[src/include/rsConfig_macros.svh]
`ifndef RS_CONFIG_MACROS_SVH
`define RS_CONFIG_MACROS_SVH

// station geometry, depth must stay a power of two
`define RS_DEPTH 16
`define RS_NUM_BUSES 4

// field widths
`define RS_TAG_BITS 8
`define RS_INST_BITS 32
`define RS_IMM_BITS 32

`endif

[src/verilog/rsIsaPkg.sv]
`include "rsConfig_macros.svh"

package rsIsaPkg;

    typedef logic [`RS_TAG_BITS-1:0] physTag_t;

    // alu operation field as decoded upstream
    typedef enum logic [3:0] {
        aluAdd  = 4'd0,
        aluSub  = 4'd1,
        aluAnd  = 4'd2,
        aluOr   = 4'd3,
        aluXor  = 4'd4,
        aluSll  = 4'd5,
        aluSrl  = 4'd6,
        aluSra  = 4'd7,
        aluSlt  = 4'd8,
        aluSltu = 4'd9,
        aluLui  = 4'd10,
        aluPass = 4'd11
    } aluOp_e;

    typedef struct packed {
        logic [`RS_INST_BITS-1:0] instNum;
        physTag_t                 rd;
        aluOp_e                   aluOp;
        logic [2:0]               funct3;
        logic                     aluSrc2;   // immediate as second operand
        logic                     memToReg;
        logic                     memRead;
        logic                     memWrite;
        logic [`RS_IMM_BITS-1:0]  imm;
    } rsPayload_t;

endpackage

[src/verilog/rsQueuePkg.sv]
`include "rsConfig_macros.svh"

package rsQueuePkg;

    typedef logic [$clog2(`RS_DEPTH)-1:0] rsIndex_t;

    // lifetime of one slot
    typedef enum logic [1:0] {
        slotFree    = 2'd0,
        slotWaiting = 2'd1,
        slotIssued  = 2'd2   // sent to the alu, held until head passes
    } entryState_e;

    typedef logic [`RS_DEPTH-1:0] readyVec_t;

endpackage

[src/verilog/rsSlotIf.sv]
`timescale 1ns/100ps

interface rsSlotIf;
    import rsQueuePkg::*;

    logic     allocate;     // write the dispatched entry
    rsIndex_t allocIndex;
    logic     issue;        // read out the picked entry
    rsIndex_t issueIndex;

    modport control (
        output allocate, allocIndex, issue, issueIndex
    );

    modport storage (
        input allocate, allocIndex, issue, issueIndex
    );

endinterface

[src/verilog/rsControl.sv]
`timescale 1ns/100ps
`include "rsConfig_macros.svh"

module rsControl (
    input  logic                 clk,
    input  logic                 reset,
    input  logic                 dispatch,
    input  logic                 pickValid,
    input  rsQueuePkg::rsIndex_t pickIndex,
    rsSlotIf.control             slot,
    output rsQueuePkg::rsIndex_t head,
    output logic                 full
);
    import rsQueuePkg::*;

    entryState_e state [`RS_DEPTH];
    rsIndex_t    tail;

    // new entries always land at the tail
    assign slot.allocate   = dispatch;
    assign slot.allocIndex = tail;
    assign slot.issue      = pickValid;
    assign slot.issueIndex = pickIndex;

    always_ff @(posedge clk) begin
        if (reset) begin
            head <= '0;
            tail <= '0;
            for (int i = 0; i < `RS_DEPTH; i++) begin
                state[i] <= slotFree;
            end
        end else begin
            // reclaim one issued entry per cycle, in order
            if (state[head] == slotIssued) begin
                state[head] <= slotFree;
                head        <= head + 1'b1;
            end
            if (pickValid) begin
                state[pickIndex] <= slotIssued;
            end
            if (dispatch) begin
                state[tail] <= slotWaiting;
                tail        <= tail + 1'b1;
            end
        end
    end

    always_comb begin
        full = 1'b1;
        for (int i = 0; i < `RS_DEPTH; i++) begin
            if (state[i] == slotFree) begin
                full = 1'b0;
            end
        end
    end

    // no back-pressure, the dispatcher has to watch full
    noDispatchWhenFull: assert property (
        @(posedge clk) disable iff (reset) dispatch |-> !full
    ) else $error("dispatch while station full");

    // the picker must only see entries still waiting here
    pickIsWaiting: assert property (
        @(posedge clk) disable iff (reset) pickValid |-> state[pickIndex] == slotWaiting
    ) else $error("picked slot %0d is not waiting", pickIndex);

endmodule

[src/verilog/rsIssueSelect.sv]
`timescale 1ns/100ps
`include "rsConfig_macros.svh"

module rsIssueSelect (
    input  rsQueuePkg::readyVec_t readyVec,
    input  rsQueuePkg::rsIndex_t  head,
    output logic                  pickValid,
    output rsQueuePkg::rsIndex_t  pickIndex
);
    import rsQueuePkg::*;

    readyVec_t rotated;   // bit 0 is the head slot
    rsIndex_t  offset;    // distance of the oldest ready entry from head

    assign rotated = readyVec_t'({readyVec, readyVec} >> head);

    // lowest set bit wins, so scan downwards
    always_comb begin
        offset = '0;
        for (int i = `RS_DEPTH - 1; i >= 0; i--) begin
            if (rotated[i]) begin
                offset = rsIndex_t'(i);
            end
        end
    end

    assign pickValid = |readyVec;
    assign pickIndex = head + offset;  // wraps with the index width

endmodule

[src/verilog/rsPayloadRam.sv]
`timescale 1ns/100ps
`include "rsConfig_macros.svh"

module rsPayloadRam (
    input  logic                 clk,
    input  logic                 reset,
    rsSlotIf.storage             slot,
    input  rsIsaPkg::rsPayload_t dispatchPayload,
    output rsIsaPkg::rsPayload_t issuePayload,
    output logic                 issueValid
);
    import rsIsaPkg::*;

    rsPayload_t mem [`RS_DEPTH];

    always_ff @(posedge clk) begin
        if (slot.allocate) begin
            mem[slot.allocIndex] <= dispatchPayload;
        end
        // output holds its last value between issues
        if (slot.issue) begin
            issuePayload <= mem[slot.issueIndex];
        end
    end

    always_ff @(posedge clk) begin
        if (reset) begin
            issueValid <= 1'b0;
        end else begin
            issueValid <= slot.issue;  // one pulse per issued entry
        end
    end

endmodule

[src/verilog/rsTop.sv]
`timescale 1ns/100ps
`include "rsConfig_macros.svh"

module rsTop (
    input  logic                                   clk,
    input  logic                                   reset,
    input  logic                                   dispatch,
    input  logic [`RS_INST_BITS-1:0]               instNum,
    input  rsIsaPkg::physTag_t                     rd,
    input  rsIsaPkg::aluOp_e                       aluOp,
    input  logic [2:0]                             funct3,
    input  logic                                   aluSrc2,
    input  logic                                   memToReg,
    input  logic                                   memRead,
    input  logic                                   memWrite,
    input  logic [`RS_IMM_BITS-1:0]                imm,
    input  rsIsaPkg::physTag_t                     src1Tag,
    input  rsIsaPkg::physTag_t                     src2Tag,
    input  logic                                   src1Ready,
    input  logic                                   src2Ready,
    input  logic [`RS_NUM_BUSES-1:0]               wbValid,
    input  rsIsaPkg::physTag_t [`RS_NUM_BUSES-1:0] wbTags,  // last bus is the load return
    output logic                                   full,
    output logic                                   issueValid,
    output logic [`RS_INST_BITS-1:0]               issueInstNum,
    output rsIsaPkg::physTag_t                     issueRd,
    output rsIsaPkg::aluOp_e                       issueAluOp,
    output logic [2:0]                             issueFunct3,
    output logic                                   issueAluSrc2,
    output logic                                   issueMemToReg,
    output logic                                   issueMemRead,
    output logic                                   issueMemWrite,
    output logic [`RS_IMM_BITS-1:0]                issueImm,
    output rsIsaPkg::physTag_t                     issueSrc1Tag,
    output rsIsaPkg::physTag_t                     issueSrc2Tag
);
    import rsIsaPkg::*;
    import rsQueuePkg::*;

    rsPayload_t dispatchPayload;
    rsPayload_t issuePayload;
    readyVec_t  readyVec;
    rsIndex_t   head;
    rsIndex_t   pickIndex;
    logic       pickValid;

    rsSlotIf slot ();

    assign dispatchPayload = '{
        instNum:  instNum,
        rd:       rd,
        aluOp:    aluOp,
        funct3:   funct3,
        aluSrc2:  aluSrc2,
        memToReg: memToReg,
        memRead:  memRead,
        memWrite: memWrite,
        imm:      imm
    };

    assign issueInstNum  = issuePayload.instNum;
    assign issueRd       = issuePayload.rd;
    assign issueAluOp    = issuePayload.aluOp;
    assign issueFunct3   = issuePayload.funct3;
    assign issueAluSrc2  = issuePayload.aluSrc2;
    assign issueMemToReg = issuePayload.memToReg;
    assign issueMemRead  = issuePayload.memRead;
    assign issueMemWrite = issuePayload.memWrite;
    assign issueImm      = issuePayload.imm;

    rsControl control (
        .clk       (clk),
        .reset     (reset),
        .dispatch  (dispatch),
        .pickValid (pickValid),
        .pickIndex (pickIndex),
        .slot      (slot),
        .head      (head),
        .full      (full)
    );

    rsWakeup wakeup (
        .clk          (clk),
        .reset        (reset),
        .slot         (slot),
        .src1Tag      (src1Tag),
        .src2Tag      (src2Tag),
        .src1Ready    (src1Ready),
        .src2Ready    (src2Ready),
        .wbValid      (wbValid),
        .wbTags       (wbTags),
        .readyVec     (readyVec),
        .issueSrc1Tag (issueSrc1Tag),
        .issueSrc2Tag (issueSrc2Tag)
    );

    rsPayloadRam payloadRam (
        .clk             (clk),
        .reset           (reset),
        .slot            (slot),
        .dispatchPayload (dispatchPayload),
        .issuePayload    (issuePayload),
        .issueValid      (issueValid)
    );

    rsIssueSelect issueSelect (
        .readyVec  (readyVec),
        .head      (head),
        .pickValid (pickValid),
        .pickIndex (pickIndex)
    );

endmodule

[src/verilog/rsWakeup.sv]
`timescale 1ns/100ps
`include "rsConfig_macros.svh"

module rsWakeup (
    input  logic                                   clk,
    input  logic                                   reset,
    rsSlotIf.storage                               slot,
    input  rsIsaPkg::physTag_t                     src1Tag,
    input  rsIsaPkg::physTag_t                     src2Tag,
    input  logic                                   src1Ready,
    input  logic                                   src2Ready,
    input  logic [`RS_NUM_BUSES-1:0]               wbValid,
    input  rsIsaPkg::physTag_t [`RS_NUM_BUSES-1:0] wbTags,
    output rsQueuePkg::readyVec_t                  readyVec,
    output rsIsaPkg::physTag_t                     issueSrc1Tag,
    output rsIsaPkg::physTag_t                     issueSrc2Tag
);
    import rsIsaPkg::*;
    import rsQueuePkg::*;

    physTag_t  tag1 [`RS_DEPTH];
    physTag_t  tag2 [`RS_DEPTH];
    readyVec_t rdy1;
    readyVec_t rdy2;
    readyVec_t pending;   // allocated and not yet issued

    // any valid result bus carrying this tag
    function automatic logic busHit(physTag_t tag);
        logic hit;
        hit = 1'b0;
        for (int b = 0; b < `RS_NUM_BUSES; b++) begin
            if (wbValid[b] && wbTags[b] == tag) begin
                hit = 1'b1;
            end
        end
        return hit;
    endfunction

    always_ff @(posedge clk) begin
        if (reset) begin
            rdy1    <= '0;
            rdy2    <= '0;
            pending <= '0;
        end else begin
            for (int i = 0; i < `RS_DEPTH; i++) begin
                if (pending[i] && !rdy1[i] && busHit(tag1[i])) begin
                    rdy1[i] <= 1'b1;
                end
                if (pending[i] && !rdy2[i] && busHit(tag2[i])) begin
                    rdy2[i] <= 1'b1;
                end
            end
            if (slot.allocate) begin
                pending[slot.allocIndex] <= 1'b1;
                rdy1[slot.allocIndex]    <= src1Ready | busHit(src1Tag);  // same-cycle bypass
                rdy2[slot.allocIndex]    <= src2Ready | busHit(src2Tag);
            end
            if (slot.issue) begin
                pending[slot.issueIndex] <= 1'b0;
                rdy1[slot.issueIndex]    <= 1'b0;
                rdy2[slot.issueIndex]    <= 1'b0;
            end
        end
    end

    always_ff @(posedge clk) begin
        if (slot.allocate) begin
            tag1[slot.allocIndex] <= src1Tag;
            tag2[slot.allocIndex] <= src2Tag;
        end
        if (slot.issue) begin
            issueSrc1Tag <= tag1[slot.issueIndex];
            issueSrc2Tag <= tag2[slot.issueIndex];
        end
    end

    assign readyVec = pending & rdy1 & rdy2;

    issuedWasReady: assert property (
        @(posedge clk) disable iff (reset)
        slot.issue |-> rdy1[slot.issueIndex] && rdy2[slot.issueIndex]
    ) else $error("slot %0d issued with an operand outstanding", slot.issueIndex);

endmodule
[config.mk]
export PLATFORM = sky130hd
export DESIGN_NAME = rsTop
export DESIGN_NICKNAME = d
export VERILOG_FILES = /design/src/verilog/rsIsaPkg.sv /design/src/verilog/rsQueuePkg.sv /design/src/verilog/rsSlotIf.sv /design/src/verilog/rsControl.sv /design/src/verilog/rsIssueSelect.sv /design/src/verilog/rsPayloadRam.sv /design/src/verilog/rsTop.sv /design/src/verilog/rsWakeup.sv
export VERILOG_INCLUDE_DIRS = /design/src /design/src/include
export SDC_FILE = /design/constraint.sdc
export NUM_CORES = 2
export LEC_CHECK = 0
export BUFFER_PORTS_ARGS = -buffer_cell sky130_fd_sc_hd__buf_2
export CORE_UTILIZATION = 63
export CTS_CLUSTER_DIAMETER = 60
export DETAILED_ROUTE_END_ITERATION = 10
export GPL_ROUTABILITY_DRIVEN = 0
export PLACE_DENSITY_LB_ADDON = 0.3
export SKIP_LAST_GASP = 1
export SLEW_MARGIN = 10
export SYNTH_ARGS = -nofsm -noshare
export SYNTH_HDL_FRONTEND = slang
export SYNTH_HIERARCHICAL = 1
export SYNTH_SLANG_ARGS = --single-unit
[constraint.sdc]
create_clock -name clk -period 11.2 [get_ports clk]
set_input_delay 2.24 -clock clk [delete_from_list [all_inputs] [get_ports clk]]
set_output_delay 2.24 -clock clk [all_outputs]
set_load 0.03 [all_outputs]
==> flow_summary.json <==
{
  "grt_max_degree": 124,
  "worstPathCellList": "clkinv_1 > mux2_1 > mux2i_1 > o311ai_1 > a311oi_1 > o31ai_1 > ha_4 > fa_4 > buf_12 > buf_4 > mux4_2 > a22oi_1 > nand2_1",
  "syn2layout_area_growth_pct": 9.037,
  "final_antenna_net_count": 0,
  "syn_nets": 5218,
  "maxSlewHeadroom": 0.1795,
  "wl_um": 238700,
  "antenna_found_initial": 31,
  "holdBufCountCts": 0,
  "finalCritPeriodShare": 0.5887,
  "syn_area_per_cell_um2": 16.19,
  "end_kind": "register",
  "fin_ws_ns": 4.607,
  "dp.cells": 6589,
  "viasPerCell": 7.099,
  "dieWidth_um": 362.8,
  "slowest_delay_ns": 1.15,
  "cp.arrival_ns": 7.15,
  "vias": 49172,
  "path_class": "reg2reg",
  "finClkSkew_ns": 0.03554,
  "pin_count": 241,
  "cts_inserted_buffers": 177,
  "firstDrtPassIters": 6,
  "drt_iter0_drc": 7050,
  "drc": 0,
  "drv_cap": 0,
  "cellPowerDensity_mw_per_mm2": 156.7,
  "tns_ns": 0,
  "cts.clk_slew.worst_paths_ns": 0.06,
  "ys_warn_count": 6,
  "grt_overflow_total": 0,
  "drive_gt1_frac": 0.2087,
  "ys_ff_latch": 1776,
  "dieArea_mm2": 0.1316,
  "root_buffer": "clkbuf_16",
  "clk_latency_ns": 0.83,
  "total_power_mw": 14.01,
  "min_period_ns": 6.593,
  "ir_drop_mv": 0.1897,
  "cts_max_path_buffers": 3,
  "ys_seq_area_frac": 0.6390,
  "setup_viol": 0,
  "num_rows": 132,
  "tightest_slew_ns": 1.229,
  "grt_pass1_vias": 49554,
  "grt_util_all_layers": 0.3637,
  "grt_setup_unrepaired": "false",
  "htree_levels": 4,
  "hpwl_um": 118400,
  "async_flop_share": 0,
  "final_max_slew_viol_count": 0,
  "crit_required_ns": 11.76,
  "post_synth_fa_ha_maj_area_fraction": 0.001922,
  "yosys.area_share.simple": 0.05126,
  "synth_top_family_by_area": "multiplexers",
  "synth_compound_area_frac": 0.03309,
  "max_freq_mhz": 151.7,
  "clock_sinks": 1776,
  "p_leak_nw": 28.83,
  "dp_worst_setup_slack_ns": 4.773,
  "wl_per_cell_um": 34.46,
  "hold_viol_final": 0,
  "status": "finished clean",
  "synth_area_mm2": 0.08201,
  "die_h_um": 362.8,
  "finalNetCount": 5178,
  "crit_slowest_cell": "fa_4",
  "port-buffer-count": 240,
  "start_util": 0.6342,
  "cp_max_fo": 92,
  "synthCells": 5066,
  "cts_tree": "built",
  "grt_pass1_wl_um": 341300,
  "r2r_setup_slack_ns": 4.61,
  "layout_common_cells": "1683 x edfxtp_1, 890 x xor2_1, 426 x mux4_2",
  "holdCritPathClass": "reg2reg",
  "crit_path_start_kind": "register",
  "synthMuxAreaShare": 0.1230,
  "cts_setup_buffers": 0,
  "synth_edf_count": 1683,
  "synth_ff_type": "edfxtp_1",
  "fp.coreArea_mm2": 0.1293,
  "cts-resized-gates": 0,
  "synth_cell_types": 75,
  "final_common_cell": "edfxtp_1",
  "stdcell_count": 6927,
  "synthXorXnorAreaFrac": 0.1168
}
-- stage by stage --
step	util	hold slack, ns	instance area (um^2)
CTS	0.6912	0.4844	89380
global placement	0.6473	0.4552	83710
global route	0.6914	0.4952	89410
floorplan	-	0.4448	82010
finish	0.6915	0.4850	89420
detailed placement	0.6473	0.4688	83710
-- path summary, 6_finish.rpt --
path,start,endpoint,cells after the start
max,control/head[0]$_SDFFE_PP0N_,payloadRam/issuePayload[4]$_DFFE_PP_,13
min,control/state[2][0]$_SDFFE_PP1P_,control/state[2][0]$_SDFFE_PP1P_,2
min reg2reg,control/state[2][0]$_SDFFE_PP1P_,control/state[2][0]$_SDFFE_PP1P_,2
max reg2reg,control/head[0]$_SDFFE_PP0N_,payloadRam/issuePayload[4]$_DFFE_PP_,13
-- synth_stat cells (all sizes together) (37+ instances only) --
master / n / area [um^2]
nand2: 168 / 630.6
clkbuf: 203 / 819.5
and3: 37 / 231.5
mux4: 436 / 9857
edfxtp: 1683 / 50540
nor4: 175 / 1114
buf: 360 / 1992
xnor2: 203 / 1778
nor3: 102 / 515.5
xor2: 891 / 7804
nor2: 63 / 236.5
a22oi: 167 / 1254
dfxtp: 93 / 1862
nand3: 71 / 360.3
nand4: 104 / 650.6
-- area by class of cell --
cell class	instances	area (um^2)
flip-flops and latches	1776	52400
inverters	13	48.80
well taps	1742	2180
fillers	8017	39900
clock inverters	107	1011
repair buffers	344	2082
clock buffers	217	4664
multi-input cells	2714	27000
diodes	14	35.03
-- power breakdown --
part | switching (mW) | internal (mW) | total, mW
clock | 2.56 | 3.30 | 5.86
combinational | 0.512 | 0.235 | 0.748
sequential | 0.0518 | 7.35 | 7.40
total | 3.12 | 10.9 | 14.0
-- layer usage --
metal  routed length [um]  GRT usage  part of all wire
met2               113700     0.5748              0.48
met3                30900     0.1013              0.13
met1                81400     0.4641              0.34
met5                  183          0           0.00077
met4                12540     0.1838             0.053
-- sequential cells by signal, indices dropped and copies added, names as in the netlist, named ones only --
name / flops
payloadRam/mem: 1328
wakeup/tag1: 128
wakeup/tag2: 128
payloadRam/issuePayload: 83
control/state: 32
wakeup/pending: 16
wakeup/rdy1: 16
wakeup/rdy2: 16
wakeup/issueSrc1Tag: 8
wakeup/issueSrc2Tag: 8
control/head: 4
control/slot.allocIndex: 4
payloadRam/issueValid: 1
-- logic make-up after synthesis --
kind of cell | count (synthesis)
XOR/XNOR | 1094
buffers and inverters | 576
AO/OA/AOI/OAI | 369
multiplexers | 458
adder cells (fa/ha/maj) | 12
AND/OR/NAND/NOR | 781
flip-flops | 1776
-- worst max-delay path: cells and delay by family (launching register included) --
family / cells / cell delay, ns
simple gates: 1 / 0.11
flops: 1 / 0.84
buf+inv: 3 / 1.86
compound gates: 4 / 0.84
mux: 3 / 1.11
fa+ha+maj: 2 / 1.33
Note: power is estimated with default switching activity, not from simulation.
